$ cat src/verilog/cpu_cfg.svh
`ifndef CPU_CFG_SVH
`define CPU_CFG_SVH

// Opcodes, instr[15:12]
`define OP_ADD 4'b0000
`define OP_SUB 4'b0001
`define OP_AND 4'b0010
`define OP_XOR 4'b0011
`define OP_SLL 4'b0100
`define OP_SRL 4'b0101
`define OP_LW  4'b1000
`define OP_SW  4'b1001
`define OP_LLI 4'b1010
`define OP_B   4'b1100
`define OP_HLT 4'b1111

// Branch conditions, instr[11:9]
`define COND_NE 3'b000
`define COND_EQ 3'b001
`define COND_GT 3'b010
`define COND_LT 3'b011
`define COND_GE 3'b100
`define COND_LE 3'b101
`define COND_OV 3'b110
`define COND_AL 3'b111

// Data memory word address bits
`define DMEM_AW 8

`endif

$ cat src/verilog/cpuPkg.sv
`default_nettype none

package cpuPkg;

  // Data or address word
  typedef logic [15:0] word_t;
  // Register number
  typedef logic [3:0] regIdx_t;
  typedef logic [3:0] opcode_t;
  typedef logic [2:0] cond_t;
  // Z V N, Z in the MSB
  typedef logic [2:0] flags_t;

  // Execute operand source
  typedef logic [1:0] fwdSel_t;

  localparam fwdSel_t FWD_REG = 2'd0;
  localparam fwdSel_t FWD_MEM = 2'd1;
  localparam fwdSel_t FWD_WB  = 2'd2;

endpackage

`default_nettype wire

$ cat src/verilog/instrDecoder.sv
`timescale 1ns/1ps
`default_nettype none
`include "cpu_cfg.svh"

module instrDecoder import cpuPkg::*; (
  input  word_t   instr,
  output opcode_t opcode,
  output regIdx_t rd,
  output regIdx_t rs,
  output regIdx_t rt,
  output word_t   imm,
  output cond_t   cond,
  output word_t   branchOffset,
  output logic    regWrite,
  output logic    memRead,
  output logic    memWrite,
  output logic    useRs,
  output logic    useRt,
  output logic    isHalt
);

  logic isRegOp;
  logic isShift;
  logic isLoad;
  logic isStore;

  // Field split
  assign opcode = instr[15:12];
  assign rd     = instr[11:8];
  assign rs     = instr[7:4];
  // SW carries its data register in the rd slot
  assign rt     = isStore ? instr[11:8] : instr[3:0];
  assign cond   = instr[11:9];

  // LLI gets a signed byte, the rest an unsigned nibble
  assign imm = (opcode == `OP_LLI) ? {{8{instr[7]}}, instr[7:0]} : {12'h000, instr[3:0]};
  // Offset in halfwords, scaled in execute
  assign branchOffset = {{7{instr[8]}}, instr[8:0]};

  // Instruction classes
  assign isRegOp = (opcode == `OP_ADD) || (opcode == `OP_SUB) ||
                   (opcode == `OP_AND) || (opcode == `OP_XOR);
  assign isShift = (opcode == `OP_SLL) || (opcode == `OP_SRL);
  assign isLoad  = (opcode == `OP_LW);
  assign isStore = (opcode == `OP_SW);

  // Control bits
  assign regWrite = isRegOp || isShift || isLoad || (opcode == `OP_LLI);
  assign memRead  = isLoad;
  assign memWrite = isStore;
  assign isHalt   = (opcode == `OP_HLT);

  // Source usage for hazard checks
  assign useRs = isRegOp || isShift || isLoad || isStore;
  assign useRt = isRegOp || isStore;

endmodule

`default_nettype wire

$ cat config.mk
export PLATFORM = sky130hd
export DESIGN_NAME = instrDecoder
export DESIGN_NICKNAME = d
export VERILOG_FILES = /design/src/verilog/cpuPkg.sv /design/src/verilog/instrDecoder.sv
export VERILOG_INCLUDE_DIRS = /design/src /design/src/verilog
export SDC_FILE = /design/constraint.sdc
export NUM_CORES = 1
export LEC_CHECK = 0
export ABC_AREA = 1
export BUFFER_PORTS_ARGS = -buffer_cell sky130_fd_sc_hd__buf_2
export CAP_MARGIN = 5
export CORE_UTILIZATION = 31
export DETAILED_ROUTE_END_ITERATION = 8
export GPL_ROUTABILITY_DRIVEN = 0
export PLACE_DENSITY = 0.93
export SLEW_MARGIN = 40
export SYNTH_ARGS = -nofsm -noshare
export SYNTH_HDL_FRONTEND = slang
export SYNTH_SLANG_ARGS = --single-unit
export TNS_END_PERCENT = 20
$ cat constraint.sdc
create_clock -name vclk -period 1.2
set_clock_uncertainty 0.1 [all_clocks]
set_input_delay 0.12 -clock vclk [all_inputs]
set_output_delay 0.12 -clock vclk [all_outputs]
set_load 0.01 [all_outputs]
# Word-level counts from Yosys, hierarchy flattened
# Index checks and enable logic that the tools add are counted.
# op_classes
n_reduce_logical	10
n_mux	2
eq_ne	9
# ops
cell	n
$eq 4x4->1 const B	4
$mux 16	1
$logic_or 1x1->1	9
$eq 4x2->1 const B	2
$eq 4x3->1 const B	2
$eq 4x1->1 const B	1
$logic_not 4->1	1
$mux 4	1
# totals
in_bits	16
out_inout_bits	57
reg_bits	0

# Longest topological paths before layout
# logic_depth
ltp_word	7
ltp_mapped	5
ltp_nobuf	5

# Worst setup path after synthesis
# OpenSTA, ideal clock, no wires.
# synth_timing
path_kind	input to output
from	in instr[15]
to	out imm[10]
n_path_buf	1
arrival_time_ns	0.966
required_time_ns	0.980
path_stages	5
path_slack_ns	0.014
cell_sequence	inv_1 -> nor2_1 -> nand2_1 -> nor2_1 -> buf_4
# synth_between
elab_chain_cells	2
# synth_rtl
item	line_no	rtl
start, declared	instrDecoder.sv:6	input word_t instr,
$eq 4x4->1 (no line)	--	
$mux 16	instrDecoder.sv:36	assign imm = (opcode == `OP_LLI) ? {{8{instr[7]}}, instr[7:0]} : {12'h000, instr[3:0]};
end, declared	instrDecoder.sv:11	output word_t imm,
# Every way passes these cells.

# Worst setup path after layout
# layout_timing
from	in instr[14]
to	out rt[1]
# layout_between
elab_chain_cells	2
# layout_rtl
item	line_no	rtl
$eq 4x4->1 (no line)	--	
$mux 4	instrDecoder.sv:32	assign rt = isStore ? instr[11:8] : instr[3:0];
end, declared	instrDecoder.sv:10	output regIdx_t rt,
# Every way passes these cells.

==> results.txt <==
Outcome: complete, no violations
Startpoint types: input pin
CP required: 980 ps
I/O pins: 73
CP endpoint kind: primary output
Final core occ: 0.397
Post-synthesis cell type count: 11
Die Area: 1760 um2
WL per Instance: 8.07 um
Reg area: 0 um2
Cells along the critical path: buf_2, buf_4, nor2_4, nand2_4, nand2_1, nand2_1, buf_2
Num sequential: 0
Register area share after synthesis: 0
Ant diodes: 0
Hold Crit Class: input pin to primary output
Leakage: 0.000457 uW
Row count: 14
Iteration-0 DRC Markers: 6
Clkbuf count: 0
Syn Std Cell Area: 495 um2
Critical path's slowest cell: nor2_4
Die Height: 42.0 um
Synth Net Count: 97
DRC: 0
Postcts setup bufs: 0
DR pass1 iterations: 4
Final wirelength: 1060 um
Max Cap Viol: 0
Share of cells above drive strength 1: 0.730
Initial Util: 0.329
Critical path depth: 7
PD cells: 373 nW/um2
Post-route setup TNS: 0 ps
Global-route wire length before repair: 1450 um
Die W: 42.0 um
Vias in the first global route: 329
Max stage delay on crit path: 180 ps
Largest net degree at the start of global routing: 11
Area Growth Syn to Fin: 20.7%
Final setup violating endpoints: 0
IO buf count: 73
GRT overflow: 0
Worst path buffer plus inverter count: 3
Initial antenna violation count: 0
Gate Count Post-Synth: 81
Via count: 511
RSZ-0062 raised after global routing: false
Routed vias/inst: 3.90
Hold WS: 351 ps
Commonest cells after routing, fill and taps aside: buf_2, nand2_1, inv_1, nor2_1
Commonest non-fill, non-tap cell in the layout: buf_2
Min Tclk post-route: 1120 ps
Post-detailed-route count of antenna-violating nets: 0
Final Hold Vio Count: 0
All-Layer GR Usage: 0.100
Critical-path maximum fanout: 6
DP HPWL: 913 um
Crit path capture: rt[1]
Fmax: 0.893 GHz
CP Launch Point: instr[14]
Crit share post-route: 0.933
Critical path class: input pin to primary output
Max-slew violations: 0
Nets: 133
Relative max-transition margin: 0.860
Yosys Warn Count: 0
Worst ir drop on vdd: 0.190 mV
Core Area: 1510 um2
Mean area per synthesized cell: 6.12 um2
Crit path DAT: 900 ps
CP top delay family: buffers and inverters
Worst Tran Pin Value: 209 ps
## report_power, final
group | switching [uW] | total (uW) | internal [uW]
sequential | 0 | 0 | 0
clock | 0 | 0 | 0
combinational | 126 | 223 | 97.2
total | 126 | 223 | 97.2
## synth_stat cells
cell type,number,area (um2)
inv_1,7,26.3
clkinv_2,1,5.00
inv_2,1,3.75
nand3_1,4,20.0
nand2_1,13,48.8
nor2_4,1,11.3
nor3_2,1,10.0
nor2_1,7,26.3
buf_4,43,323
o21ai_0,2,10.0
nand2_4,1,11.3
## repair_timing
| item | CTS | global route |
|---|---|---|
| hold buffers | 0 | 0 |
| resized for setup | 1 | 3 |
| endpoints found under the setup margin | 9 | 3 |
## worst min path at each step
stage / startpoint / endpoint / slack, ps / cells after the start
6_report: instr[6] / rs[2] / 350 / 2
5_1_grt: instr[2] / imm[2] / 360 / 2
4_1_cts: instr[0] / branchOffset[0] / 350 / 2
3_5_place_dp: instr[0] / branchOffset[0] / 350 / 2
3_3_place_gp: instr[0] / imm[0] / 350 / 2
2_1_floorplan: instr[12] / memRead / 170 / 1
## per-layer routing
metal / track usage / part of all wire
met2: 0.206 / 0.55
met1: 0.121 / 0.37
met3: 0 / 0.082
met4: 0 / 0
met5: 0 / 0
## cells by family after synthesis
family,count (synthesis),synth area share
AND/OR/NAND/NOR,27,0.258
AO/OA/AOI/OAI,2,0.0202
buffers and inverters,52,0.722
## area by class of cell
class                           count  area [um2]
Timing Repair Buffer               77         395
Tap cell                           16        20.0
Fill cell                         176         908
Multi-Input combinational cell     29         148
Inverter                            9        35.0
## per-stage QoR
stage	cell area, um2	instances	power (uW)	worst slack (ps)
after floorplan	495	81	177	14.1
after global placement	588	131	220	58.4
after detailed placement	588	131	223	-14.0
after CTS	591	131	224	61.8
after global routing	598	131	244	2.21
final	598	131	223	80.5
No activity file was read; power rests on OpenSTA's default activity.
