File: config.mk
export PLATFORM = sky130hd
export DESIGN_NAME = regFile
export DESIGN_NICKNAME = d
export VERILOG_FILES = /design/src/verilog/cpu_cfg.svh /design/src/verilog/cpuPkg.sv /design/src/verilog/regFile.sv
export SDC_FILE = /design/constraint.sdc
export NUM_CORES = 1
export LEC_CHECK = 0
export CORE_MARGIN = 3
export CORE_UTILIZATION = 40
export CTS_BUF_LIST = sky130_fd_sc_hd__clkbuf_2 sky130_fd_sc_hd__clkbuf_4 sky130_fd_sc_hd__clkbuf_8
export DETAILED_ROUTE_END_ITERATION = 12
export DONT_BUFFER_PORTS = 1
export GPL_TIMING_DRIVEN = 0
export HOLD_SLACK_MARGIN = 0.05
export PLACE_DENSITY_LB_ADDON = 0.1
export SLEW_MARGIN = 20
export SYNTH_ARGS = -nofsm -noshare
export SYNTH_HDL_FRONTEND = slang
export SYNTH_SLANG_ARGS = --single-unit
export TNS_END_PERCENT = 5
File: constraint.sdc
create_clock -name clk -period 1.75 [get_ports clk]
set_clock_uncertainty 0.1 [all_clocks]
set_input_delay 0.0875 -clock clk [delete_from_list [all_inputs] [get_ports clk]]
set_output_delay 0.0875 -clock clk [all_outputs]
set_load 0.02 [all_outputs]
File: src/verilog/cpu_cfg.svh
`ifndef CPU_CFG_SVH
`define CPU_CFG_SVH

// Opcodes, instr[15:12]
`define OP_ADD 4'b0000
`define OP_SUB 4'b0001
`define OP_AND 4'b0010
`define OP_XOR 4'b0011
`define OP_SLL 4'b0100
`define OP_SRL 4'b0101
`define OP_LW  4'b1000
`define OP_SW  4'b1001
`define OP_LLI 4'b1010
`define OP_B   4'b1100
`define OP_HLT 4'b1111

// Branch conditions, instr[11:9]
`define COND_NE 3'b000
`define COND_EQ 3'b001
`define COND_GT 3'b010
`define COND_LT 3'b011
`define COND_GE 3'b100
`define COND_LE 3'b101
`define COND_OV 3'b110
`define COND_AL 3'b111

// Data memory word address bits
`define DMEM_AW 8

`endif

File: src/verilog/cpuPkg.sv
`default_nettype none

package cpuPkg;

  // Data or address word
  typedef logic [15:0] word_t;
  // Register number
  typedef logic [3:0] regIdx_t;
  typedef logic [3:0] opcode_t;
  typedef logic [2:0] cond_t;
  // Z V N, Z in the MSB
  typedef logic [2:0] flags_t;

  // Execute operand source
  typedef logic [1:0] fwdSel_t;

  localparam fwdSel_t FWD_REG = 2'd0;
  localparam fwdSel_t FWD_MEM = 2'd1;
  localparam fwdSel_t FWD_WB  = 2'd2;

endpackage

`default_nettype wire

File: src/verilog/regFile.sv
`timescale 1ns/1ps
`default_nettype none

module regFile import cpuPkg::*; (
  input  logic    clk,
  input  logic    reset,
  input  regIdx_t readIdxA,
  input  regIdx_t readIdxB,
  output word_t   readDataA,
  output word_t   readDataB,
  input  logic    writeEn,
  input  regIdx_t writeIdx,
  input  word_t   writeData
);

  word_t regs [16];

  always_ff @(posedge clk) begin
    if (reset) begin
      for (int i = 0; i < 16; i++) begin
        regs[i] <= '0;
      end
    end else if (writeEn && (writeIdx != '0)) begin
      regs[writeIdx] <= writeData;
    end
  end

  // R0 hardwired, then writeback bypass
  assign readDataA = (readIdxA == '0) ? '0 :
                     (writeEn && (writeIdx == readIdxA)) ? writeData : regs[readIdxA];
  assign readDataB = (readIdxB == '0) ? '0 :
                     (writeEn && (writeIdx == readIdxB)) ? writeData : regs[readIdxB];

endmodule

`default_nettype wire
=== Yosys cells after proc, flatten, opt, wreduce, memory -nomap -nowiden ===
Memory sizes are Yosys's and may differ from the RTL's.
Cells that the tools add are included.

* Register bits after elaboration: 0
* Bits in writable memories: 256
* Bits of input ports: 31
* Output and inout port bits: 32
* Word-level logic and storage cells: 22
* Memories: 1

{| class="wikitable"
|+ Memory list
! memory !! depth !! bits a word !! rd ports !! clocked after Yosys merged registers in !! wr ports !! RTL line !! source
|-
| regs || 16 || 16 || 2 || 0 || 16 || regFile.sv:16 || <nowiki>word_t regs [16];</nowiki>
|}

* Equal/unequal tests: 2
* Muxes and demuxes: 12
* Reduce and logical (&&, ||, !) cells: 7

{| class="wikitable"
|+ Operators with widths
! kind !! number
|-
| 16-bit two-way mux || 5
|-
| 16-bit OR reduction || 1
|-
| 4-bit == test || 2
|-
| 4-bit logical NOT || 2
|-
| 1-bit two-way mux || 6
|-
| 4-bit two-way mux || 1
|-
| 4-bit nonzero test || 1
|-
| 1-bit logical AND || 3
|}

=== Logic depth before layout (Yosys ltp) ===
* Word-level depth: 7
* Mapped depth: 8
* Mapped depth without buffers: 4

=== Worst setup path after synthesis ===
OpenSTA, ideal clock, no wires.

* Path type: input port to output port
* Start: input readIdxA[1]
* End: output readDataA[5]
* Arrival: 1528 ps
* Data required time: 1562 ps
* Path slack: 35 ps
* Stages: 7
* Buffers on the path: 3
* Cell sequence: buf_2 or3b_1 clkbuf_1 buf_2 o22ai_1 a211oi_1 a31oi_1

* Word-level cells in the longest chain between the ends: 4
* Elaborated cells on any way between the ends: 6

{| class="wikitable"
|+ Ends and longest elaborated chain
! item !! RTL line !! source
|-
| start: declaration || regFile.sv:7 || <nowiki>input regIdx_t readIdxA,</nowiki>
|-
| branches (longest 3 deep; another with memory 16 x 16 bit) || n/a ||
|-
| 16-bit two-way mux * || regFile.sv:29 || <nowiki>assign readDataA = (readIdxA == '0) ? '0 :</nowiki>
|-
| end: declaration || regFile.sv:9 || <nowiki>output word_t readDataA,</nowiki>
|}

Mark *: on every way between the ends.

==> results.txt <==
status: finished, violations left
violated checks: negative setup slack
post-synth top area share: 54.52%
NumNets Final: 1160
Power Total: 14890 uW
part of the power in the clock network: 36.5%
first-pass detailed-route iteration total: 5
most common cell after layout, fill and taps aside: edfxtp_1
crit path max fanout: 2
largest net degree at the start of global routing: 17
worst slew pin tran: 1.074 ns
Post-Synthesis Cells: 1047
CTS tree: built
Leak Pwr: 0.005705 uW
number of fill cells: 3139
Top Family by Delay on Critical Path: multiplexers
share of cells above drive strength 1: 22.83%
dpl cells: 1517
Worst Path Arrival: 2.14 ns
peak supply drop: 0.4864 mV
CP startpoint kind: flip-flop
final hold vios: 0
IO Count: 63
Final Cycle Share: 132.8%
Vias/cell: 5.780
first-pass GRT wire length: 65.94 mm
Core Region: 34630 um2
CP Class: flip-flop to primary output
Pwr per Cell Area: 919.0 nW/um2
register area share after synthesis: 54.52%
Die W: 193.8 um
Clock transition at path regs: 0.06 ns
most frequent cells in the layout: edfxtp_1 (256), and2_1 (240), mux2i_1 (128)
WP buf/inv: 0
CTS buffer count: 46
HPWL reported at the end of detailed placement: 32.67 mm
worst rel slew slack: 28.39%
YS warnings: 0
Largest regs: regs: 256 flops
Largest Register: regs
port bufs: 0
Setup crit end kind: primary output
Std-Cell Rows: 68
WL/cell: 27.92 um
Die Height: 193.8 um
RSZ-0062 raised after global routing: true
vias in the first global route: 9608
H-tree Lvls: 2
final wirelength: 45.15 mm
Die ar.: 37540 um2
final non-filler cell total: 1617
Syn Area/Cell: 13.47 um2
Final Cell Area: 16200 um2
setup ws final: -0.5737 ns
Vias: 9346
Hold Path Class: input pin to flip-flop
GR Overflow Total: 0
DRC marker count from the first detailed-route iteration: 770
initial antenna violation count: 1
Finish-stage setup viols: 32
Post-DP Area: 14730 um2
DRT antenna net count: 0
Pint: 10830 uW
Setup Fix Bufs, Post-CTS: 0
Max Root-Sink Buffers: 3
power share of the combinational group: 14.5%
count of unique library cells instantiated by Yosys: 29
max reg flops: 256
Sw Share: 27.27%
Final GP Congestion: 0.9147
Max-Cap Viols: 0
minimum clock period: 2.324 ns
Residual DRC: 0
gr usage total: 23.66%
Worst path max stage delay: 0.48 ns
clock root cell: clkbuf_8
FF+latch count, synth: 256
area delta synth->final: 14.90%
Starting Density: 40.72%
Psw: 4061 uW
Worst EP required: 1.56 ns
CP cell instances: mux4_2 -> mux2_4 -> a211oi_4 -> a21oi_4
Slowest-stage cell, CP: mux4_2
Synth area leader: edfxtp_1
upper clock frequency limit: 430.4 MHz
Max Slew Vio Count: 0
# clock sinks: 256
Post-Synthesis Cell Area: 14100 um2
sequential share of power: 49.0%
top area cells in the synthesized netlist: edfxtp_1 (55%), and2_1 (11%), mux4_2 (10%)
==> stage by stage <==
stage	hold slack (ns)	util, %	setup TNS [ns]	setup WS [ns]
after floorplan	0.1857	-	0	0.03495
after global placement	0.1871	42.53	-141.84	-0.7900
after detailed placement	0.1897	42.53	-150.35	-0.8147
after CTS	0.05077	46.42	-15.41	-0.5926
after global routing	0.05848	46.78	-16.08	-0.6446
final	0.05265	46.79	-14.62	-0.5737
==> cells by family (layout without fill, tap and decap cells) <==
| kind of cell | after synthesis | count (layout) | share of synthesized area (%) |
|---|---|---|---|
| simple gates | 327 | 327 | 14.06 |
| flops | 256 | 256 | 54.52 |
| mux | 194 | 194 | 19.47 |
| compound gates | 160 | 160 | 7.649 |
| buf+inv | 101 | 200 | 3.780 |
| xor+xnor | 8 | 8 | 0.4969 |
| other cells | 1 | 17 | 0.02659 |
==> cell type report <==
type	instances	area (um2)	share of cell area, %
flip-flops and latches	256	7687	47.45
multi-input cells	705	6354	39.22
clock buffers	65	794.5	4.904
well taps	455	569.3	3.514
plain buffers	101	540.5	3.336
repair buffers	19	190.2	1.174
clock inverters	15	63.81	0.3939
diodes	1	2.502	0.01545
==> power groups by stage <==
stage	sequential [uW]	clock [uW]	combinational (uW)
after floorplan	7350	0	1340
after global placement	7400	0	1880
after detailed placement	7420	0	1890
after CTS	7290	5520	2090
after global routing	7340	5800	2260
final	7300	5430	2160
==> synth_stat cells (all sizes together) <==
cell and count:
nand3 33, or2 19, nor2 13, mux2i 128
buf 47, xnor2 8, a211oi 32, mux4 64
o31ai 32, nand2b 2, or3 2, o22ai 64
mux2 2, edfxtp 256, clkbuf 54, a21oi 2
or3b 4, nor2b 3, conb 1, nand2 4
a31oi 30, nand3b 4, and2 240, nor3 3
==> layer usage <==
metal / track usage [%] / up-vias / part of all wire [%]
met5: 0 / - / 0
met4: 8.010 / 0 / 3.3
met3: 3.684 / 94 / 6.3
met2: 37.94 / 342 / 47
met1: 33.11 / 4722 / 44
li1: - / 4188 / -
==> timing repair <==
action / 4_1_cts / 5_1_grt
hold buffers: 19 / 0
endpoints found under the setup margin: 64 / 55
gates cloned: 0 / 0
pin swaps: 11 / 12
endpoints found under the hold margin: 275 / 0
resized for setup: 53 / 24
==> worst paths after layout <==
kind / start / to / slack, ns / depth (start not counted)
setup / recovery: regs[14][14] / readDataA[14] / -0.57 / 4
hold / removal: reset / regs[15][2] / 0.05 / 1
Power figures use the tool's default switching activity.
