File: config.mk
export PLATFORM = sky130hd
export DESIGN_NAME = hazardUnit
export DESIGN_NICKNAME = d
export VERILOG_FILES = /design/src/verilog/cpu_cfg.svh /design/src/verilog/cpuPkg.sv /design/src/verilog/hazardUnit.sv
export SDC_FILE = /design/constraint.sdc
export NUM_CORES = 1
export LEC_CHECK = 0
export BUFFER_PORTS_ARGS = -buffer_cell sky130_fd_sc_hd__buf_2
export CELL_PAD_IN_SITES_DETAIL_PLACEMENT = 2
export CELL_PAD_IN_SITES_GLOBAL_PLACEMENT = 2
export CORE_MARGIN = 4
export CORE_UTILIZATION = 14
export DETAILED_ROUTE_END_ITERATION = 10
export GPL_ROUTABILITY_DRIVEN = 0
export PLACE_DENSITY_LB_ADDON = 0.1
export RECOVER_POWER = 100
export SLEW_MARGIN = 20
export SYNTH_ARGS = -nofsm -noshare
export SYNTH_HDL_FRONTEND = slang
export SYNTH_SLANG_ARGS = --single-unit
export TNS_END_PERCENT = 5
File: constraint.sdc
create_clock -name vclk -period 1.3
set_clock_uncertainty 0.05 [all_clocks]
set_input_delay 0.26 -clock vclk [all_inputs]
set_output_delay 0.26 -clock vclk [all_outputs]
set_load 0.02 [all_outputs]
File: src/verilog/cpu_cfg.svh
`ifndef CPU_CFG_SVH
`define CPU_CFG_SVH

// Opcodes, instr[15:12]
`define OP_ADD 4'b0000
`define OP_SUB 4'b0001
`define OP_AND 4'b0010
`define OP_XOR 4'b0011
`define OP_SLL 4'b0100
`define OP_SRL 4'b0101
`define OP_LW  4'b1000
`define OP_SW  4'b1001
`define OP_LLI 4'b1010
`define OP_B   4'b1100
`define OP_HLT 4'b1111

// Branch conditions, instr[11:9]
`define COND_NE 3'b000
`define COND_EQ 3'b001
`define COND_GT 3'b010
`define COND_LT 3'b011
`define COND_GE 3'b100
`define COND_LE 3'b101
`define COND_OV 3'b110
`define COND_AL 3'b111

// Data memory word address bits
`define DMEM_AW 8

`endif

File: src/verilog/cpuPkg.sv
`default_nettype none

package cpuPkg;

  // Data or address word
  typedef logic [15:0] word_t;
  // Register number
  typedef logic [3:0] regIdx_t;
  typedef logic [3:0] opcode_t;
  typedef logic [2:0] cond_t;
  // Z V N, Z in the MSB
  typedef logic [2:0] flags_t;

  // Execute operand source
  typedef logic [1:0] fwdSel_t;

  localparam fwdSel_t FWD_REG = 2'd0;
  localparam fwdSel_t FWD_MEM = 2'd1;
  localparam fwdSel_t FWD_WB  = 2'd2;

endpackage

`default_nettype wire

File: src/verilog/hazardUnit.sv
`timescale 1ns/1ps
`default_nettype none

module hazardUnit import cpuPkg::*; (
  input  regIdx_t idRs,
  input  regIdx_t idRt,
  input  logic    idUseRs,
  input  logic    idUseRt,
  input  logic    exValid,
  input  logic    exMemRead,
  input  regIdx_t exRd,
  input  regIdx_t exRs,
  input  regIdx_t exRt,
  input  logic    memValid,
  input  logic    memRegWrite,
  input  regIdx_t memRd,
  input  logic    wbValid,
  input  logic    wbRegWrite,
  input  regIdx_t wbRd,
  input  logic    branchTaken,
  output fwdSel_t fwdA,
  output fwdSel_t fwdB,
  output logic    stall,
  output logic    flush
);

  logic loadUse;

  // Youngest producer wins, R0 never forwarded
  function automatic fwdSel_t pickSource(input regIdx_t src);
    pickSource = FWD_REG;
    if (wbValid && wbRegWrite && (wbRd != '0) && (wbRd == src)) begin
      pickSource = FWD_WB;
    end
    if (memValid && memRegWrite && (memRd != '0) && (memRd == src)) begin
      pickSource = FWD_MEM;
    end
  endfunction

  always_comb begin
    fwdA = pickSource(exRs);
    fwdB = pickSource(exRt);
  end

  // Load result not ready until writeback
  assign loadUse = exValid && exMemRead && (exRd != '0) &&
                   ((idUseRs && (idRs == exRd)) || (idUseRt && (idRt == exRd)));

  // Flush squashes decode anyway
  assign stall = loadUse && !branchTaken;
  assign flush = branchTaken;

endmodule

`default_nettype wire

# ---- Word level (Yosys, flattened, before mapping)
# Index checks and enable logic that the tools add are counted.
# Widths: inputs -> output; s select.
dict set report op_classes {
  n_eq_ne 6
  n_mux 4
  reduce_logical 19
}
# cell n
set ops {}
lappend ops {{$eq 4x4->1} 6}
lappend ops {{$logic_and 1x1->1} 14}
lappend ops {{$reduce_bool 4->1} 3}
lappend ops {{$mux 2} 4}
lappend ops {{$logic_not 1->1} 1}
lappend ops {{$logic_or 1x1->1} 1}
dict set report totals {
  reg_bits 0
  inputBits 37
  output_inout_bits 6
  wordCells 29
}

# ---- Logic depth before layout (Yosys ltp)
# Gate-level depths: netlist (run 1).
dict set report logic_depth {
  depth_word 5
  ltp_mapped 4
  mapped_depth_nobuf 4
}

# ---- Least setup slack after synthesis (run 1)
# Ideal clock, no wire load.
dict set report synth_timing {
  path_type {input to output}
  start {input port memRd[3]}
  end {output port fwdB[1]}
  t_arrival_ns 1.331
  required_time_ns 0.990
  slack_ns -0.341
  path_stages 4
  n_path_buf 0
  path_cell_list {or4_1 > nand3_2 > nor2_2 > nor3_2}
}
dict set report synth_via {
  elab_chain_len 4
  word_cells_on_any_way 5
  classes_between {1 x eq/ne; 1 x mux; 3 x reduce/logical}
}
# item line_no
set synth_rtl {}
lappend synth_rtl {{start: declaration} hazardUnit.sv:16} ;# input regIdx_t memRd,
lappend synth_rtl {{$reduce_bool 4->1} hazardUnit.sv:35} ;# if (memValid && memRegWrite && (memRd != '0) && (memRd == src)) begin
lappend synth_rtl {{$logic_and 1x1->1} hazardUnit.sv:35}
lappend synth_rtl {{$logic_and 1x1->1 *} hazardUnit.sv:35}
lappend synth_rtl {{$mux 2 *} hazardUnit.sv:35}
lappend synth_rtl {{end: declaration} hazardUnit.sv:22} ;# output fwdSel_t fwdB,
# Every way passes the cells marked *; elsewhere a longest branch is shown, timed or not.

# ---- Final worst setup path (run 1)
dict set report layout_timing {
  start {input port idRt[3]}
  end {output port stall}
}
dict set report layout_via {
  elab_chain_len 5
}
# item line_no
set layout_rtl {}
lappend layout_rtl {{start: declaration} hazardUnit.sv:6} ;# input regIdx_t idRt,
lappend layout_rtl {{$eq 4x4->1} hazardUnit.sv:47} ;# ((idUseRs && (idRs == exRd)) || (idUseRt && (idRt == exRd)));
lappend layout_rtl {{$logic_and 1x1->1} hazardUnit.sv:47}
lappend layout_rtl {{$logic_or 1x1->1} hazardUnit.sv:47}
lappend layout_rtl {{$logic_and 1x1->1} hazardUnit.sv:46} ;# assign loadUse = exValid && exMemRead && (exRd != '0) &&
lappend layout_rtl {{$logic_and 1x1->1} hazardUnit.sv:50} ;# assign stall = loadUse && !branchTaken;
lappend layout_rtl {{end: declaration} hazardUnit.sv:23} ;# output logic stall,
# No other way between the ends.

==> metrics.yaml, run 1 <==
pwr:
  p_leak_nw: 0.366
  power_mw: 0.260
  p_sw_share_pct: 45.1
  power_frac_seq_pct: 0
  power_density_nw_per_um2: 304
  power_switching_mw: 0.117
  p_clk_share_pct: 0
  power_frac_comb_pct: 100.0
  vdd_drop_max_v: 0.000105
  p_int_mw: 0.142
synthesis:
  synth_top_area_share_pct: 39.6
  synthCells: 44
  synth_cell_types: 14
  syn_nets: 81
  avgSynthCellArea_um2: 8.05
  netlist_area_um2: 354
  ys_top_cells_by_area: "xnor2_1 (40%), xor2_1 (20%), nor3_2 (5.7%)"
  synth_largest_area_cell: "xnor2_1"
  seq_area_frac_synth_pct: 0
  ys_warn_count: 0
die:
  core_area_um2: 2320
  io_pins: 43
  chipWidth_um: 58.3
  fp.dieH_um: 58.3
  die_area_um2: 3400
  start_util_pct: 15.3
  rows: 17
outcome:
  violations: "negative setup slack"
  outcome: "finished with violations"
grt:
  antenna_found_initial: 0
  grt_pass1_wl_um: 2930
  overflow: 0
  grt_max_degree: 4
  grt_util_all_layers_pct: 11.1
  grt_pass1_vias: 618
setup_path:
  slowest_delay_ps: 340
  critPathLaunchType: "input port"
  crit_start: "idRt[3]"
  arrival_ps: 1370
  critPathBufInv: 2
  crit_path_end_kind: "output pin"
  cp_max_fo: 1
  crit_path_end: "stall"
  critPathKind: "input port to output pin"
  cp_num_cells: 6
  cp_slowest_cell: "a2111oi_4"
  critical_path.top_delay_family: "compound AO/OA/AOI/OAI gates"
  required_ps: 990
  cp_cell_sequence: "buf_6 -> xor2_2 -> nor3_2 -> nand3_2 -> a2111oi_4 -> buf_4"
timing:
  rsz0062_at_grt: "yes"
  fin_crit_ps: 1680
  maxSlewHeadroom_pct: 67.7
  post-route-period-util_pct: 130
  setup_ws_ps: -384
  finalSetupViolCount: 5
  max_freq_ghz: 0.594
  hold_violations: 0
  tightest_slew_ps: 480
  slew_violations: 0
placed_design:
  dp.cells: 127
  io_buffers: 43
  dp_hpwl_um: 1670
drt:
  drc: 0
  routed_wl_um: 1850
  drt-initial-drc-count: 3
  via_count: 534
  via_per_inst: 4.20
  postRouteAntennaNets: 0
  dr.pass1.iters: 2
  wl_per_cell_um: 14.6
final_layout:
  drive_gt1_share_pct: 71.7
  n_fill_cell: 282
  final_cell_mix: "buf_2 (31), buf_4 (16), xnor2_1 (14)"
  final_nets: 138
  finish.utilization_pct: 36.8
  regArea_um2: 0
  seq_cell_count: 0
  clock_buffers: 0
  area_delta_synth_final_pct: 141
  diodes: 0
  layout_commonest_cell: "buf_2"
  final-instance-count-excl-fill: 127
hold_path:
  hp-class: "input port to output pin"
clocking:
  cts.hold.buffers_added: 0
  postCtsSetupBuffers: 0
job:
  cap_violations: 0
cell type report:
class	count	area [µm²]	share of cell area (%)
multi-input combinational	43	449	52.6
tap	28	35.0	4.11
timing repair buffer	56	369	43.3
power groups by stage:
stage	registers [mW]	logic, mW	clock network, mW
6_report	0	0.260	0
5_1_grt	0	0.283	0
4_1_cts	0	0.254	0
3_5_place_dp	0	0.229	0
3_3_place_gp	0	0.226	0
2_1_floorplan	0	0.0996	0
metal layers:
layer	vias to the layer above	share of wire (%)	wire length [µm]	track usage [%]
met5	-	0	0	0
met1	251	39	721	13.8
met2	18	56	1050	22.0
met4	0	0	0	0
li1	265	-	-	-
met3	0	4.5	83	0.219
synthesized netlist by cell type, drive strengths merged:
cell type   n
nor2        1
a2111oi     1
buf         1
nand3       4
xor2        8
xnor2      16
or4         2
nand2       2
nor4        2
nor3        4
nand4       3
logic make-up after synthesis:
family,count (synthesis),share of synthesized area [%]
compound gates,1,4.24
buf+inv,1,2.12
simple gates,18,34.3
xor+xnor,24,59.4
how the worst min path moves through the flow:
stage | from | end | slack (ps) | cells after the start
6_report | branchTaken | flush | 760 | 2
5_1_grt | branchTaken | flush | 770 | 2
4_1_cts | branchTaken | flush | 750 | 2
3_5_place_dp | branchTaken | flush | 750 | 2
3_3_place_gp | branchTaken | flush | 740 | 2
2_1_floorplan | branchTaken | stall | 500 | 1
stage by stage:
step	instance area, µm²	hold WS, ps	worst slack, ps	setup TNS (ps)
finish	853	758	-384	-1520
CTS	828	747	-418	-1580
global placement	744	744	-432	-1780
floorplan	404	500	-200	-581
detailed placement	744	747	-477	-1870
global route	853	772	-471	-1770
timing repair:
action / CTS / global route
pin swaps: 11 / 5
resized for setup: 19 / 5
setup endpoints to repair: 5 / 5
Note: power is estimated with default switching activity, not from simulation.
==> inputs of run 2 (changes only) <==
--- a/config.mk
+++ b/config.mk
@@ -5,14 +5,15 @@
 export SDC_FILE = /design/constraint.sdc
 export NUM_CORES = 1
 export LEC_CHECK = 0
+export ABC_AREA = 1
 export BUFFER_PORTS_ARGS = -buffer_cell sky130_fd_sc_hd__buf_2
 export CELL_PAD_IN_SITES_DETAIL_PLACEMENT = 2
 export CELL_PAD_IN_SITES_GLOBAL_PLACEMENT = 2
 export CORE_MARGIN = 4
-export CORE_UTILIZATION = 14
+export CORE_UTILIZATION = 13
 export DETAILED_ROUTE_END_ITERATION = 10
 export GPL_ROUTABILITY_DRIVEN = 0
-export PLACE_DENSITY_LB_ADDON = 0.1
+export PLACE_DENSITY = 0.83
 export RECOVER_POWER = 100
 export SLEW_MARGIN = 20
 export SYNTH_ARGS = -nofsm -noshare
==> run 2 against run 1 <==
Net effect: the flow still finishes with violations (negative setup slack); via count rose by 23%; clock-buffer cell count did not move; combinational power rose by 9.2%; design area rose by 4.0%; critical path type unchanged; largest cell class unchanged; highest routed layer is now met4.
==> metrics.yaml, run 2 <==
grt:
  antenna_found_initial: 0
  grt_max_degree: 5
  overflow: 0
  grt_pass1_wl_um: 3670
  grt_util_all_layers_pct: 11.2
  grt_pass1_vias: 775
synthesis:
  syn_nets: 113
  synth_xor_area_share_pct: 38.7
  synth_compound_area_share_pct: 5.83
  synthCells: 76
  ys_warn_count: 0
  yosys-top-cells-count: "nand2_1 (19), nor2_1 (15), xnor2_1 (12)"
  synth_top_family_by_area: "simple AND/OR/NAND/NOR gates"
  ys_top_cells_by_area: "xnor2_1 (26%), nand2_1 (17%), nor2_1 (14%)"
  seq_area_frac_synth_pct: 0
  synth-simple-area-share_pct: 45.4
  synth_most_common_cell: "nand2_1"
  netlist_area_um2: 408
  avgSynthCellArea_um2: 5.37
  synth_cell_types: 13
  synth_largest_area_cell: "xnor2_1"
  synthMuxAreaShare_pct: 0
  synth_top_area_share_pct: 25.8
  synth_fa_ha_area_share_pct: 0
pwr:
  power_density_nw_per_um2: 320
  vdd_drop_max_v: 0.0000730
  p_leak_nw: 0.443
timing:
  hold_violations: 0
  slew_violations: 0
  maxSlewHeadroom_pct: 83.6
  fin_crit_ps: 1350
  tightest_slew_ps: 245
  rsz0062_at_grt: "yes"
  timing.hold.ws_ps: 737
  max_freq_ghz: 0.740
  finalSetupViolCount: 4
  final.setup.tns_ps: -95.7
  setup_ws_ps: -50.6
  post-route-period-util_pct: 104
setup_path:
  arrival_ps: 1040
  critPathBufInv: 2
  critical_path.top_delay_family: "simple AND/OR/NAND/NOR gates"
  cp_cell_sequence: "buf_6 -> nor2_2 -> a21oi_4 -> nand3_2 -> nor2_4 -> nor2_1 -> buf_4"
  critPathKind: "input port to output pin"
  slowest_delay_ps: 160
  cp_slowest_cell: "nor2_2"
  required_ps: 990
  cp_max_fo: 3
  crit_path_end_kind: "output pin"
  critPathLaunchType: "input port"
drt:
  drc: 0
  drt-initial-drc-count: 22
  dr_wl_met2_um: 1320
  dr.pass1.iters: 2
  via_count: 655
  wl_met1_um: 872
  via_per_inst: 4.02
  wl_per_cell_um: 14.8
  top_layer: "met4"
  wl_met3_um: 188
  routed_wl_um: 2410
  postRouteAntennaNets: 0
job:
  cap_violations: 0
final_layout:
  final-instance-count-excl-fill: 163
  diodes: 0
  final_cell_mix: "buf_2 (24), nand2_1 (17), nor2_1 (11)"
  post-route-cell-area_um2: 887
  seq_cell_count: 0
  area_delta_synth_final_pct: 117
  final_nets: 158
  drive_gt1_share_pct: 55.5
  clock_buffers: 0
  multi_input_area_um2: 469
  regArea_um2: 0
  finish.utilization_pct: 29.3
  layout_commonest_cell: "buf_2"
  n_fill_cell: 365
clocking:
  cts.hold.buffers_added: 0
placed_design:
  dp.cells: 162
  dp_hpwl_um: 1790
  io_buffers: 43
  dpl_cell_area_um2: 671
die:
  core_area_um2: 3030
  start_util_pct: 13.5
  chipWidth_um: 64.0
  fp.dieH_um: 64.0
  io_pins: 43
  rows: 20
  die_area_um2: 4100
outcome:
  violations: "negative setup slack"
  outcome: "finished with violations"
hold_path:
  hp-class: "input port to output pin"
run 2: cell types whose count changed after synthesis, moves of 4 or more:
cell / before / now
nand2_1: 2 / 19
xnor2_1: 16 / 12
inv_1: 0 / 9
nor2_1: 0 / 15
run 2: cell families (layout without fill, tap and decap cells):
family                 Yosys count  in the layout
AND/OR/NAND/NOR                 44             44
XOR/XNOR                        18             18
buffers and inverters           10             53
AO/OA/AOI/OAI                    4              4
run 2: area by class of cell:
cell class                      instances  area share (%)
Inverter                                9            4.09
Multi-Input combinational cell         66            52.9
Tap cell                               44            6.21
Timing Repair Buffer                   44            36.8
run 2: worst paths after layout:
| path | startpoint | to | slack, ps | depth (start not counted) |
|---|---|---|---|---|
| setup / recovery | memRd[3] | fwdB[1] | -50 | 7 |
| hold / removal | branchTaken | flush | 740 | 2 |
run 2: timing repair:
action                     4_1_cts  5_1_grt
pin swaps                       15        6
gates resized for setup         40       15
setup endpoints to repair        5        5
buffers inserted                 1        0
run 2: routing by layer:
layer | global-route usage, % | up-vias
li1 | - | 317
met1 | 11.0 | 297
met2 | 23.4 | 39
met3 | 2.28 | 2
met4 | 1.89 | 0
met5 | 0 | -
run 2: power by group:
part	internal, mW	switching, mW	leakage [nW]
logic	0.147	0.137	0.443
clock network	0	0	0
registers	0	0	0
total	0.147	0.137	0.443
run 2: per-stage QoR:
stage                     total power, mW  setup slack (ps)
after floorplan                    0.0979              76.0
after global placement              0.189             -62.1
after detailed placement            0.199              -100
after CTS                           0.247             -20.1
after global routing                0.307              -150
final                               0.284             -50.6
