**src/verilog/cpu_cfg.svh**
```systemverilog
`ifndef CPU_CFG_SVH
`define CPU_CFG_SVH

// Opcodes, instr[15:12]
`define OP_ADD 4'b0000
`define OP_SUB 4'b0001
`define OP_AND 4'b0010
`define OP_XOR 4'b0011
`define OP_SLL 4'b0100
`define OP_SRL 4'b0101
`define OP_LW  4'b1000
`define OP_SW  4'b1001
`define OP_LLI 4'b1010
`define OP_B   4'b1100
`define OP_HLT 4'b1111

// Branch conditions, instr[11:9]
`define COND_NE 3'b000
`define COND_EQ 3'b001
`define COND_GT 3'b010
`define COND_LT 3'b011
`define COND_GE 3'b100
`define COND_LE 3'b101
`define COND_OV 3'b110
`define COND_AL 3'b111

// Data memory word address bits
`define DMEM_AW 8

`endif

```
**src/verilog/cpuPkg.sv**
```systemverilog
`default_nettype none

package cpuPkg;

  // Data or address word
  typedef logic [15:0] word_t;
  // Register number
  typedef logic [3:0] regIdx_t;
  typedef logic [3:0] opcode_t;
  typedef logic [2:0] cond_t;
  // Z V N, Z in the MSB
  typedef logic [2:0] flags_t;

  // Execute operand source
  typedef logic [1:0] fwdSel_t;

  localparam fwdSel_t FWD_REG = 2'd0;
  localparam fwdSel_t FWD_MEM = 2'd1;
  localparam fwdSel_t FWD_WB  = 2'd2;

endpackage

`default_nettype wire

```
**src/verilog/executeUnit.sv**
```systemverilog
`timescale 1ns/1ps
`default_nettype none
`include "cpu_cfg.svh"

module executeUnit import cpuPkg::*; (
  input  logic    clk,
  input  logic    reset,
  input  logic    valid,
  input  opcode_t opcode,
  input  word_t   operandA,
  input  word_t   operandB,
  input  word_t   imm,
  input  cond_t   cond,
  output word_t   result,
  output logic    branchTaken
);

  flags_t flags;
  word_t  sum;
  word_t  diff;
  logic   ovfl;
  logic   setAll;
  logic   setZero;
  logic   condHolds;
  logic   zFlag;
  logic   vFlag;
  logic   nFlag;

  assign sum  = operandA + operandB;
  assign diff = operandA - operandB;

  // Signed overflow, sign of B flipped for SUB
  assign ovfl = (opcode == `OP_SUB) ?
                ((operandA[15] != operandB[15]) && (diff[15] != operandA[15])) :
                ((operandA[15] == operandB[15]) && (sum[15] != operandA[15]));

  always_comb begin
    case (opcode)
      `OP_ADD:        result = sum;
      `OP_SUB:        result = diff;
      `OP_AND:        result = operandA & operandB;
      `OP_XOR:        result = operandA ^ operandB;
      `OP_SLL:        result = operandA << imm[3:0];
      `OP_SRL:        result = operandA >> imm[3:0];
      // Effective address
      `OP_LW, `OP_SW: result = operandA + imm;
      `OP_LLI:        result = imm;
      default:        result = '0;
    endcase
  end

  ////////////////////////////////////////////////////////////////////////////
  // Flag register

  assign setAll  = valid && ((opcode == `OP_ADD) || (opcode == `OP_SUB));
  assign setZero = valid && ((opcode == `OP_AND) || (opcode == `OP_XOR) ||
                             (opcode == `OP_SLL) || (opcode == `OP_SRL));

  always_ff @(posedge clk) begin
    if (reset) begin
      flags <= '0;
    end else if (setAll) begin
      flags <= {(result == '0), ovfl, result[15]};
    end else if (setZero) begin
      // Logic and shifts touch Z only
      flags[2] <= (result == '0);
    end
  end

  assign zFlag = flags[2];
  assign vFlag = flags[1];
  assign nFlag = flags[0];

  ////////////////////////////////////////////////////////////////////////////
  // Branch condition, stored flags only

  always_comb begin
    case (cond)
      `COND_NE: condHolds = !zFlag;
      `COND_EQ: condHolds = zFlag;
      `COND_GT: condHolds = !zFlag && !nFlag;
      `COND_LT: condHolds = nFlag;
      `COND_GE: condHolds = zFlag || !nFlag;
      `COND_LE: condHolds = zFlag || nFlag;
      `COND_OV: condHolds = vFlag;
      default:  condHolds = 1'b1;
    endcase
  end

  assign branchTaken = valid && (opcode == `OP_B) && condHolds;

endmodule

`default_nettype wire

```
**config.mk**
```make
export PLATFORM = sky130hd
export DESIGN_NAME = executeUnit
export DESIGN_NICKNAME = d
export VERILOG_FILES = /design/src/verilog/cpuPkg.sv /design/src/verilog/executeUnit.sv
export VERILOG_INCLUDE_DIRS = /design/src /design/src/verilog
export SDC_FILE = /design/constraint.sdc
export NUM_CORES = 1
export LEC_CHECK = 0
export BUFFER_PORTS_ARGS = -buffer_cell sky130_fd_sc_hd__buf_2
export CAP_MARGIN = 20
export CORE_MARGIN = 2
export CORE_UTILIZATION = 65
export DETAILED_ROUTE_END_ITERATION = 6
export HOLD_SLACK_MARGIN = 0.03
export PLACE_DENSITY = 0.9
export SYNTH_ARGS = -nofsm -noshare
export SYNTH_HDL_FRONTEND = slang
export SYNTH_SLANG_ARGS = --single-unit
```
**constraint.sdc**
```tcl
create_clock -name clk -period 7.9 [get_ports clk]
set_input_delay 0.79 -clock clk [delete_from_list [all_inputs] [get_ports clk]]
set_output_delay 0.79 -clock clk [all_outputs]
set_load 0.02 [all_outputs]
```
== Word-level counts from Yosys, hierarchy flattened ==
Index checks and enable logic that the tools add are counted.
Cells by class
  bitwise logic cells: 2
  mux-type cells: 5
  $add $sub $neg: 3
  eq/ne operators: 19
  shift operators: 2
  reductions and logical operators: 20
Operators with widths (number)
  16-bit case mux with 8 select lines: 1
  16-bit adder: 2
  16-bit bitwise AND: 1
  4-bit equality test, second input constant: 4
  16-bit zero test: 1
  16-bit by 4-bit << shifter with 16-bit output: 1
  16-bit by 4-bit >> shifter with 16-bit output: 1
  16-bit subtractor: 1
  16-bit XOR: 1
  3-bit equality test, second input constant: 3
  4-bit by 2-bit equality test with 1-bit output, second input constant: 2
  4-bit by 3-bit equality test with 1-bit output, second input constant: 2
  1-bit logical AND: 7
  1-bit case mux with 7 select lines: 1
  3-bit by 2-bit equality test with 1-bit output, second input constant: 2
  1-bit logical OR: 6
  4-bit by 1-bit equality test with 1-bit output, second input constant: 1
  4-bit zero test: 1
  3-bit by 1-bit equality test with 1-bit output, second input constant: 1
  3-bit zero test: 1
  1-bit two-way mux: 3
  1-bit != test: 3
  1-bit zero test: 2
  2-bit nonzero test: 1
  other kinds (2): 2
Word-level totals
  register bits: 3
  input bits: 58

== Logic depth before layout (Yosys ltp) ==
Gate-level depths: netlist (run 1).
  depth in word-level cells: 7
  gate-level depth with buffers: 13

== Worst setup path before layout (run 1) ==
OpenSTA, ideal clock, no wires.
  path type: input to output
  start point: input operandA[4]
  end point: output result[15]
  cell stages on the path: 10
  required time: 7110 ps
  arrival: 3262 ps
  setup slack: 3848 ps
  cell sequence: ha_1 > and3_1 > a22o_1 > o41a_1 > a31o_2 > a31oi_1 > o2111ai_1 > a21oi_1 > xnor2_1 > o21ai_0
On the way
  word-level cells in the longest chain between the ends: 2
  elaborated cells on any way between the ends: 6
RTL lines
  from (decl): line executeUnit.sv:10  | input word_t operandA,
  16-bit adder, or another cell as far along: line executeUnit.sv:46  | `OP_LW, `OP_SW: result = operandA + imm;
  16-bit case mux with 8 select lines (*): line executeUnit.sv:38  | case (opcode)
  to (decl): line executeUnit.sv:14  | output word_t result,
Every way passes the cells marked *; elsewhere a longest branch is shown, timed or not.

== Final worst setup path (run 1) ==
  start point: input imm[0]
  end point: output result[14]
On the way
  word-level cells in the longest chain between the ends: 2
  elaborated cells on any way between the ends: 4
RTL lines
  from (decl): line executeUnit.sv:12  | input word_t imm,
  16-bit adder, or another cell as far along: line executeUnit.sv:46
  16-bit case mux with 8 select lines (*): line executeUnit.sv:38
Marks and branches as above.

==> results of run 1 <==
[per-layer routing]
metal	track usage	up-vias	wire, um
met2	0.692	523	7980
met5	0	-	0
met4	0.196	0	1090
li1	-	2645	-
met1	0.580	2691	6870
met3	0.0696	110	2440
[cells in the final DEF, fill, tap and decap left out, drive strengths merged, types with 15 or more instances in the layout]
cell,synthesis,final
inv,40,40
nor2,48,48
o22ai,19,19
a21oi,51,51
nand2b,17,17
nand3,16,16
nand2,47,47
mux4,15,15
mux2i,41,41
mux2,17,17
o21ai,33,33
buf,18,76
nor3,24,24
ha,48,48
[metrics by stage]
step                worst slack [ps]  instances
floorplan                       3850        671
global placement                3090        804
finish                          2900        808
detailed placement              2990        804
global route                    2740        808
CTS                             2970        808
[path summary, 6_finish.rpt]
kind,startpoint,end,cells past startpoint
max,imm[0],result[14],13
min,flags[1],flags[1],2
max reg2reg,flags[0],flags[0],3
min reg2reg,flags[1],flags[1],2
[power by group through the flow]
stage | clock network, mW | registers, mW | logic [mW]
2_1_floorplan | 0 | 0.0158 | 0.272
3_3_place_gp | 0 | 0.0158 | 0.371
3_5_place_dp | 0 | 0.0158 | 0.380
4_1_cts | 0.0461 | 0.0156 | 0.382
5_1_grt | 0.0492 | 0.0156 | 0.422
6_report | 0.0453 | 0.0156 | 0.398
[cells by family (layout without fill, tap and decap cells)]
logic type,Yosys count,after routing,synth area share
AO/OA/AOI/OAI,218,218,0.311
XOR/XNOR,22,22,0.0399
adder cells (fa/ha/maj),51,51,0.137
buffers and inverters,82,120,0.0698
flip-flops,3,3,0.0124
multiplexers,73,73,0.195
AND/OR/NAND/NOR,222,222,0.235
[layout make-up]
class,count,area share
Multi-Input combinational cell,586,0.853
Sequential cell,3,0.0116
Tap cell,99,0.0238
Inverter,40,0.0289
Timing Repair Buffer,76,0.0741
Clock buffer,4,0.00866
[critical path: cells and delay by family]
| family | cells | cell delay (ps) |
|---|---|---|
| compound gates | 4 | 1070 |
| fa+ha+maj | 2 | 720 |
| buf+inv | 3 | 910 |
| xor+xnor | 1 | 150 |
| simple gates | 3 | 540 |
==> flow_metrics.env, run 1 <==
export IMPL_synthesis_nets=780
export IMPL_power_internal_uw=200
export IMPL_seq_area_frac_synth=0.0124
export IMPL_final_layout_size_suffix_gt1_frac=0.179
export IMPL_rrSetupSlack_ps=7060
export IMPL_finalSetupViolCount=0
export IMPL_synth_area_leader_cell="ha_1"
export IMPL_ys_flop_type="dfxtp_1"
export IMPL_tightest_slew_ps=1050
export IMPL_cts_htree_levels=1
export IMPL_dr_pass1_iters=7
export IMPL_postRouteAntennaNets=0
export IMPL_synth_cell_types=72
export IMPL_fin_util=0.721
export IMPL_place_port_buffers=74
export IMPL_drt_iter0_markers=878
export IMPL_place_congestion=1.04
export IMPL_path_max_fanout=38
export IMPL_grt_ovfl_total=0
export IMPL_required_ps=7110
export IMPL_clk_pin_slew_ps=30
export IMPL_ff_latch_area_sq_um=60.1
export IMPL_fin_skew_ps=0
export IMPL_netlist_instances=671
export IMPL_slowest_stage="buf_2"
export IMPL_largest_reg_flops=3
export IMPL_clk_latency_ps=220
export IMPL_synthTopCellsByArea="ha_1, mux2i_1, mux4_2"
export IMPL_dpl_cell_area_sq_um=5150
export IMPL_via_per_inst=7.39
export IMPL_async_flop_share=0
export IMPL_synth_edf_count=0
export IMPL_rsz0062_at_grt="false"
export IMPL_fin_crit_ps=5000
export IMPL_final_nets=819
export IMPL_grt_max_degree=39
export IMPL_fp_dieW_um=90.2
export IMPL_ys_top_cells_by_count="a21oi_1, ha_1, nor2_1, nand2_1, mux2i_1"
export IMPL_hold_slack_ps=492
export IMPL_synth_most_common_cell="a21oi_1"
export IMPL_power_uw=459
export IMPL_cts_root_buf="clkbuf_8"
export IMPL_row_count=31
export IMPL_cts_made_buffers=3
export IMPL_synth_avg_cell_area_sq_um=7.19
export IMPL_dp_hpwl_um=14200
export IMPL_cts_resized=0
export IMPL_multi_input_area_sq_um=4430
export IMPL_pwr_share_clk=0.099
export IMPL_grt_pass1_vias=5585
export IMPL_violations="DRC"
export IMPL_outcome="complete, but fails checks"
export IMPL_finalCritPeriodShare=0.633
export IMPL_drc=2
export IMPL_fmax_mhz=200
export IMPL_hp_class="flop to flop"
export IMPL_vdd_drop_max_uv=43.0
export IMPL_wl_um=18400
export IMPL_final_area_sq_um=5200
export IMPL_start_kind="primary input"
export IMPL_swShare=0.563
export IMPL_crit_type="primary input to primary output"
export IMPL_cts_tree="yes"
export IMPL_slowest_delay_ps=690
export IMPL_num_vias=5969
export IMPL_grt_usage=0.436
export IMPL_maxCapViolations=0
export IMPL_p_switching_uw=258
export IMPL_finalSetupTns_ps=0
export IMPL_top_register="flags"
export IMPL_power_leakage_nw=2.26
export IMPL_fillCellCount=627
export IMPL_p_comb_frac=0.867
export IMPL_synth_top_cell_area_share=0.124
export IMPL_die_area_sq_um=8130
export IMPL_clock_sinks=3
export IMPL_finalHoldViolCount=0
export IMPL_routedWlPerCell_um=22.7
export IMPL_end_kind="primary output"
export IMPL_reg_largest_list="flags: 3 flops"
export IMPL_netlist_area_sq_um=4820
export IMPL_grt_pass1_wl_um=29000
export IMPL_crit_chain="buf_2 > ha_1 > inv_1 > fa_1 > nand2b_1 > a21oi_1 > nor4_1 > o211ai_1 > a221oi_1 > xnor2_1 > a221o_1 > or2_2 > buf_2"
export IMPL_drv_slew=0
export IMPL_p_seq_frac=0.034
export IMPL_p_per_area_nw_per_um2=88.2
export IMPL_die_height_um=90.2
export IMPL_antenna_found_initial=0
export IMPL_area_growth_synth_to_final_pct=7.75
export IMPL_synth_seq_cells=3
export IMPL_cp_arrival_ps=4210
export IMPL_antennaDiodeCount=0
export IMPL_synth_warnings=0
export IMPL_num_io_pins=75
export IMPL_post_cts_buffers=0
export IMPL_clockBufferDepth=2
export IMPL_start_util=0.669
export IMPL_core_area_sq_um=7210
export IMPL_max_slew_margin=0.300
export IMPL_crit_top_cell="buf_2"
export IMPL_cts_hold_buffers=0
(Power assumes the default switching activity.)
==> inputs of run 2 (changes only) <==
- CORE_UTILIZATION: 65 -> 60
- PLACE_DENSITY: 0.9 -> 0.84
- clock period: 7.9 -> 4.8 ns (I/O delays scaled with it)
==> flow_metrics.env, run 2 (synthesis gave the netlist of run 1 again) <==
export IMPL_dpl_cell_area_sq_um=5180
export IMPL_die_height_um=93.7
export IMPL_final_cell_mix="buf_2, a21oi_1, nor2_1, ha_1, nand2_1"
export IMPL_min_path_cells=2
export IMPL_end_kind="primary output"
export IMPL_core_area_sq_um=7770
export IMPL_drv_slew=0
export IMPL_grt_max_degree=38
export IMPL_fillCellCount=723
export IMPL_multi_input_area_sq_um=4440
export IMPL_maxCapViolations=0
export IMPL_crit_top_cell="buf_2"
export IMPL_cts_htree_levels=1
export IMPL_cts_hold_buffers=0
export IMPL_fp_dieW_um=93.7
export IMPL_place_congestion=1.01
export IMPL_p_comb_frac=0.865
export IMPL_crit_buf_inv=2
export IMPL_row_count=32
export IMPL_area_growth_synth_to_final_pct=8.40
export IMPL_fin_crit_ps=4110
export IMPL_crit_chain="buf_2 > ha_1 > a21o_1 > a22o_1 > o41a_1 > a31o_2 > a31oi_1 > o2111ai_1 > a21oi_1 > xnor2_1 > o21ai_0 > buf_2"
export IMPL_finalSetupTns_ps=0
export IMPL_grt_usage=0.414
export IMPL_tightest_slew_ps=1080
export IMPL_fin_util=0.673
export IMPL_largest_reg_flops=3
export IMPL_holdCritStartpoint="reset"
export IMPL_max_slew_margin=0.278
export IMPL_routedWlPerCell_um=23.0
export IMPL_start_util=0.621
export IMPL_swShare=0.562
export IMPL_postRouteAntennaNets=0
export IMPL_final_nets=822
export IMPL_cp_arrival_ps=3630
export IMPL_fmax_mhz=243
export IMPL_start_kind="primary input"
export IMPL_r2r_start="flags[0]"
export IMPL_final_common_cell="buf_2"
export IMPL_outcome="completed"
export IMPL_die_area_sq_um=8770
export IMPL_num_vias=5978
export IMPL_p_switching_uw=425
export IMPL_top_layer="met4"
export IMPL_path_max_fanout=32
export IMPL_crit_reg2reg_capture="flags[0]"
export IMPL_grt_ovfl_total=0
export IMPL_rrSetupSlack_ps=3970
export IMPL_cts_resized=0
export IMPL_antennaDiodeCount=0
export IMPL_slowest_stage="buf_2"
export IMPL_finalHoldViolCount=0
export IMPL_p_seq_frac=0.034
export IMPL_via_per_inst=7.34
export IMPL_wl_met2_um=8280
export IMPL_wl_um=18700
export IMPL_reg_largest_list="flags: 3 flops"
export IMPL_cts_tree="yes"
export IMPL_p_per_area_nw_per_um2=145
export IMPL_crit_type="primary input to primary output"
export IMPL_post_cts_buffers=0
export IMPL_place_port_buffers=74
export IMPL_pwr_share_clk=0.101
export IMPL_cts_root_buf="clkbuf_8"
export IMPL_power_uw=757
export IMPL_final_layout_size_suffix_gt1_frac=0.184
export IMPL_required_ps=4320
export IMPL_crit_family="compound AO/OA/AOI/OAI gates"
export IMPL_clockBufferDepth=2
export IMPL_slowest_delay_ps=520
export IMPL_clk_latency_ps=220
export IMPL_min_to="flags[1]"
export IMPL_finalSetupViolCount=0
export IMPL_power_internal_uw=331
export IMPL_vdd_drop_max_uv=112
export IMPL_fin_skew_ps=0
export IMPL_grt_pass1_wl_um=28600
export IMPL_num_io_pins=75
export IMPL_finalCritPeriodShare=0.856
export IMPL_grt_pass1_vias=5567
export IMPL_drt_iter0_markers=748
export IMPL_r2r_cells=3
export IMPL_dp_hpwl_um=14500
export IMPL_clk_pin_slew_ps=30
export IMPL_hp_class="primary input to flop"
export IMPL_cts_made_buffers=3
export IMPL_top_register="flags"
export IMPL_ff_latch_area_sq_um=60.1
export IMPL_m1WireLength_um=7000
export IMPL_drc=0
export IMPL_dr_pass1_iters=7
export IMPL_power_leakage_nw=2.27
export IMPL_wl_met3_um=2510
export IMPL_clock_sinks=3
export IMPL_final_area_sq_um=5230
export IMPL_rsz0062_at_grt="false"
export IMPL_antenna_found_initial=0
run 2: changes by cell type in the layout (fill, tap and decap cells not counted), sizes merged:
cell  before  now
buf       76   79
run 2: per-stage QoR:
| step | cells | hold slack (ps) | worst slack (ps) |
|---|---|---|---|
| finish | 814 | 454 | 692 |
| floorplan | 671 | 443 | 1370 |
| global placement | 810 | 466 | 844 |
| global route | 814 | 458 | 593 |
| CTS | 814 | 450 | 731 |
| detailed placement | 810 | 470 | 750 |
run 2: how the worst max path moves through the flow:
stage / from / endpoint / slack (ps) / cells past startpoint
5_1_grt: imm[1] / result[15] / 590 / 12
2_1_floorplan: operandA[4] / result[15] / 1370 / 10
3_3_place_gp: imm[1] / result[15] / 840 / 12
3_5_place_dp: imm[1] / result[15] / 750 / 12
4_1_cts: imm[1] / result[15] / 730 / 12
6_report: imm[1] / result[15] / 690 / 12
run 2: power groups by stage:
| stage | Combinational (mW) | Sequential (mW) | Clock [mW] |
|---|---|---|---|
| floorplan | 0.447 | 0.0260 | 0 |
| global placement | 0.614 | 0.0260 | 0 |
| detailed placement | 0.629 | 0.0261 | 0 |
| CTS | 0.631 | 0.0257 | 0.0775 |
| global route | 0.697 | 0.0257 | 0.0799 |
| finish | 0.654 | 0.0257 | 0.0768 |
run 2: final cells by class:
type | instances | share of cell area
Clock buffer | 4 | 0.00861
Inverter | 40 | 0.0287
Multi-Input combinational cell | 586 | 0.849
Sequential cell | 3 | 0.0115
Tap cell | 102 | 0.0244
Timing Repair Buffer | 79 | 0.0780
run 2: routing by layer:
layer,track usage,vias up
met4,0.174,0
met1,0.541,2749
li1,-,2652
met5,0,-
met3,0.0722,101
met2,0.673,476
==> inputs of run 3 (changes only) <==
- CORE_UTILIZATION: 60 -> 55
- GPL_TIMING_DRIVEN: unset -> 0
- PLACE_DENSITY: 0.84 -> 0.78
==> flow_metrics.env, run 3 (synthesis gave the netlist of run 1 again) <==
export IMPL_cts_htree_levels=1
export IMPL_final_layout_size_suffix_gt1_frac=0.184
export IMPL_crit_start="imm[1]"
export IMPL_start_util=0.561
export IMPL_rrSetupSlack_ps=4010
export IMPL_drv_slew=0
export IMPL_max_slew_margin=0.472
export IMPL_violations="DRC"
export IMPL_fmax_mhz=226
export IMPL_clk_pin_slew_ps=30
export IMPL_row_count=34
export IMPL_grt_pass1_wl_um=30900
export IMPL_tightest_slew_ps=791
export IMPL_path_max_fanout=10
export IMPL_clk_latency_ps=220
export IMPL_cts_hold_buffers=0
export IMPL_dp_hpwl_um=16100
export IMPL_cts_resized=0
export IMPL_final_common_cell="buf_2"
export IMPL_setup_ws_ps=382
export IMPL_area_growth_synth_to_final_pct=11.5
export IMPL_drt_iter0_markers=732
export IMPL_routedWlPerCell_um=23.4
export IMPL_clockBufferDepth=2
export IMPL_dp_slack_ps=499
export IMPL_r2r_start="flags[0]"
export IMPL_die_height_um=97.7
export IMPL_fin_crit_ps=4420
export IMPL_via_per_inst=7.15
export IMPL_cts_root_buf="clkbuf_8"
export IMPL_grt_ovfl_total=0
export IMPL_dr_pass1_iters=7
export IMPL_start_kind="primary input"
export IMPL_core_area_sq_um=8590
export IMPL_grt_max_degree=13
export IMPL_grt_pass1_vias=5789
export IMPL_largest_reg_flops=3
export IMPL_p_per_area_nw_per_um2=144
export IMPL_num_vias=6131
export IMPL_end_kind="primary output"
export IMPL_clock_sinks=3
export IMPL_antennaDiodeCount=0
export IMPL_rsz0062_at_grt="false"
export IMPL_grt_usage=0.403
export IMPL_finalHoldViolCount=0
export IMPL_crit_type="primary input to primary output"
export IMPL_final_nets=860
export IMPL_antenna_found_initial=0
export IMPL_required_ps=4320
export IMPL_reg_largest_list="flags: 3 flops"
export IMPL_place_port_buffers=74
export IMPL_place_congestion=1.08
export IMPL_crit_reg2reg_capture="flags[0]"
export IMPL_cts_tree="yes"
export IMPL_cp_arrival_ps=3940
export IMPL_crit_end="result[14]"
export IMPL_cts_made_buffers=3
export IMPL_wl_um=20000
export IMPL_drc=8
export IMPL_maxCapViolations=0
export IMPL_num_io_pins=75
export IMPL_post_cts_buffers=0
export IMPL_fp_dieW_um=97.7
export IMPL_finalSetupViolCount=0
export IMPL_finalCritPeriodShare=0.921
export IMPL_outcome="complete, but fails checks"
export IMPL_top_register="flags"
export IMPL_power_leakage_nw=2.34
export IMPL_power_uw=774
export IMPL_die_area_sq_um=9540
export IMPL_postRouteAntennaNets=0
export IMPL_fin_skew_ps=0
export IMPL_vdd_drop_max_uv=73.2
export IMPL_finalSetupTns_ps=0
export IMPL_r2r_cells=3
export IMPL_final_cell_mix="buf_2, a21oi_1, nor2_1, ha_1, nand2_1"
export IMPL_holdCritStartpoint="reset"
export IMPL_hp_class="primary input to flop"
-- run 3: through the flow --
stage | hold slack [ps] | util | area, sq um | std cells
final | 462 | 0.626 | 5380 | 858
after CTS | 459 | 0.626 | 5380 | 858
after global placement | 464 | 0.620 | 5330 | 853
after global routing | 477 | 0.626 | 5380 | 858
after detailed placement | 465 | 0.621 | 5340 | 854
after floorplan | 443 | - | 4820 | 671
-- run 3: how the worst min path moves through the flow --
| stage | endpoint | depth (start not counted) |
|---|---|---|
| final | flags[0] | 2 |
| after CTS | flags[0] | 2 |
| after global placement | flags[1] | 2 |
| after floorplan | flags[1] | 2 |
| after detailed placement | flags[1] | 2 |
| after global routing | flags[0] | 2 |
-- run 3: final cells by class --
cell class / count / area (sq um)
well taps: 108 / 135
multi-input cells: 586 / 4430
inverters: 40 / 150
flip-flops and latches: 3 / 60.1
plain buffers: 42 / 186
repair buffers: 75 / 375
fillers: 830 / 3210
clock buffers: 4 / 45.0
-- run 3: report_power, final --
part / internal [mW] / switching [mW] / leakage (nW)
clock network: 0.0568 / 0.0180 / 0.0228
registers: 0.0255 / 0.000214 / 0.0242
logic: 0.254 / 0.420 / 2.29
total: 0.336 / 0.438 / 2.34
-- run 3: layer usage --
layer  track usage  share of wire
met1         0.553           0.40
met2         0.648           0.45
met3        0.0460           0.11
met4         0.155          0.043
met5             0              0
-- run 3: critical path: stages --
cell	delay, ps
buf_2	150
inv_2	200
buf_1	540
fa_1	330
nand2b_1	140
a21oi_1	120
nor4_1	270
o211ai_1	300
a221oi_1	470
xnor2_1	140
a221o_1	330
or2_2	290
buf_2	160
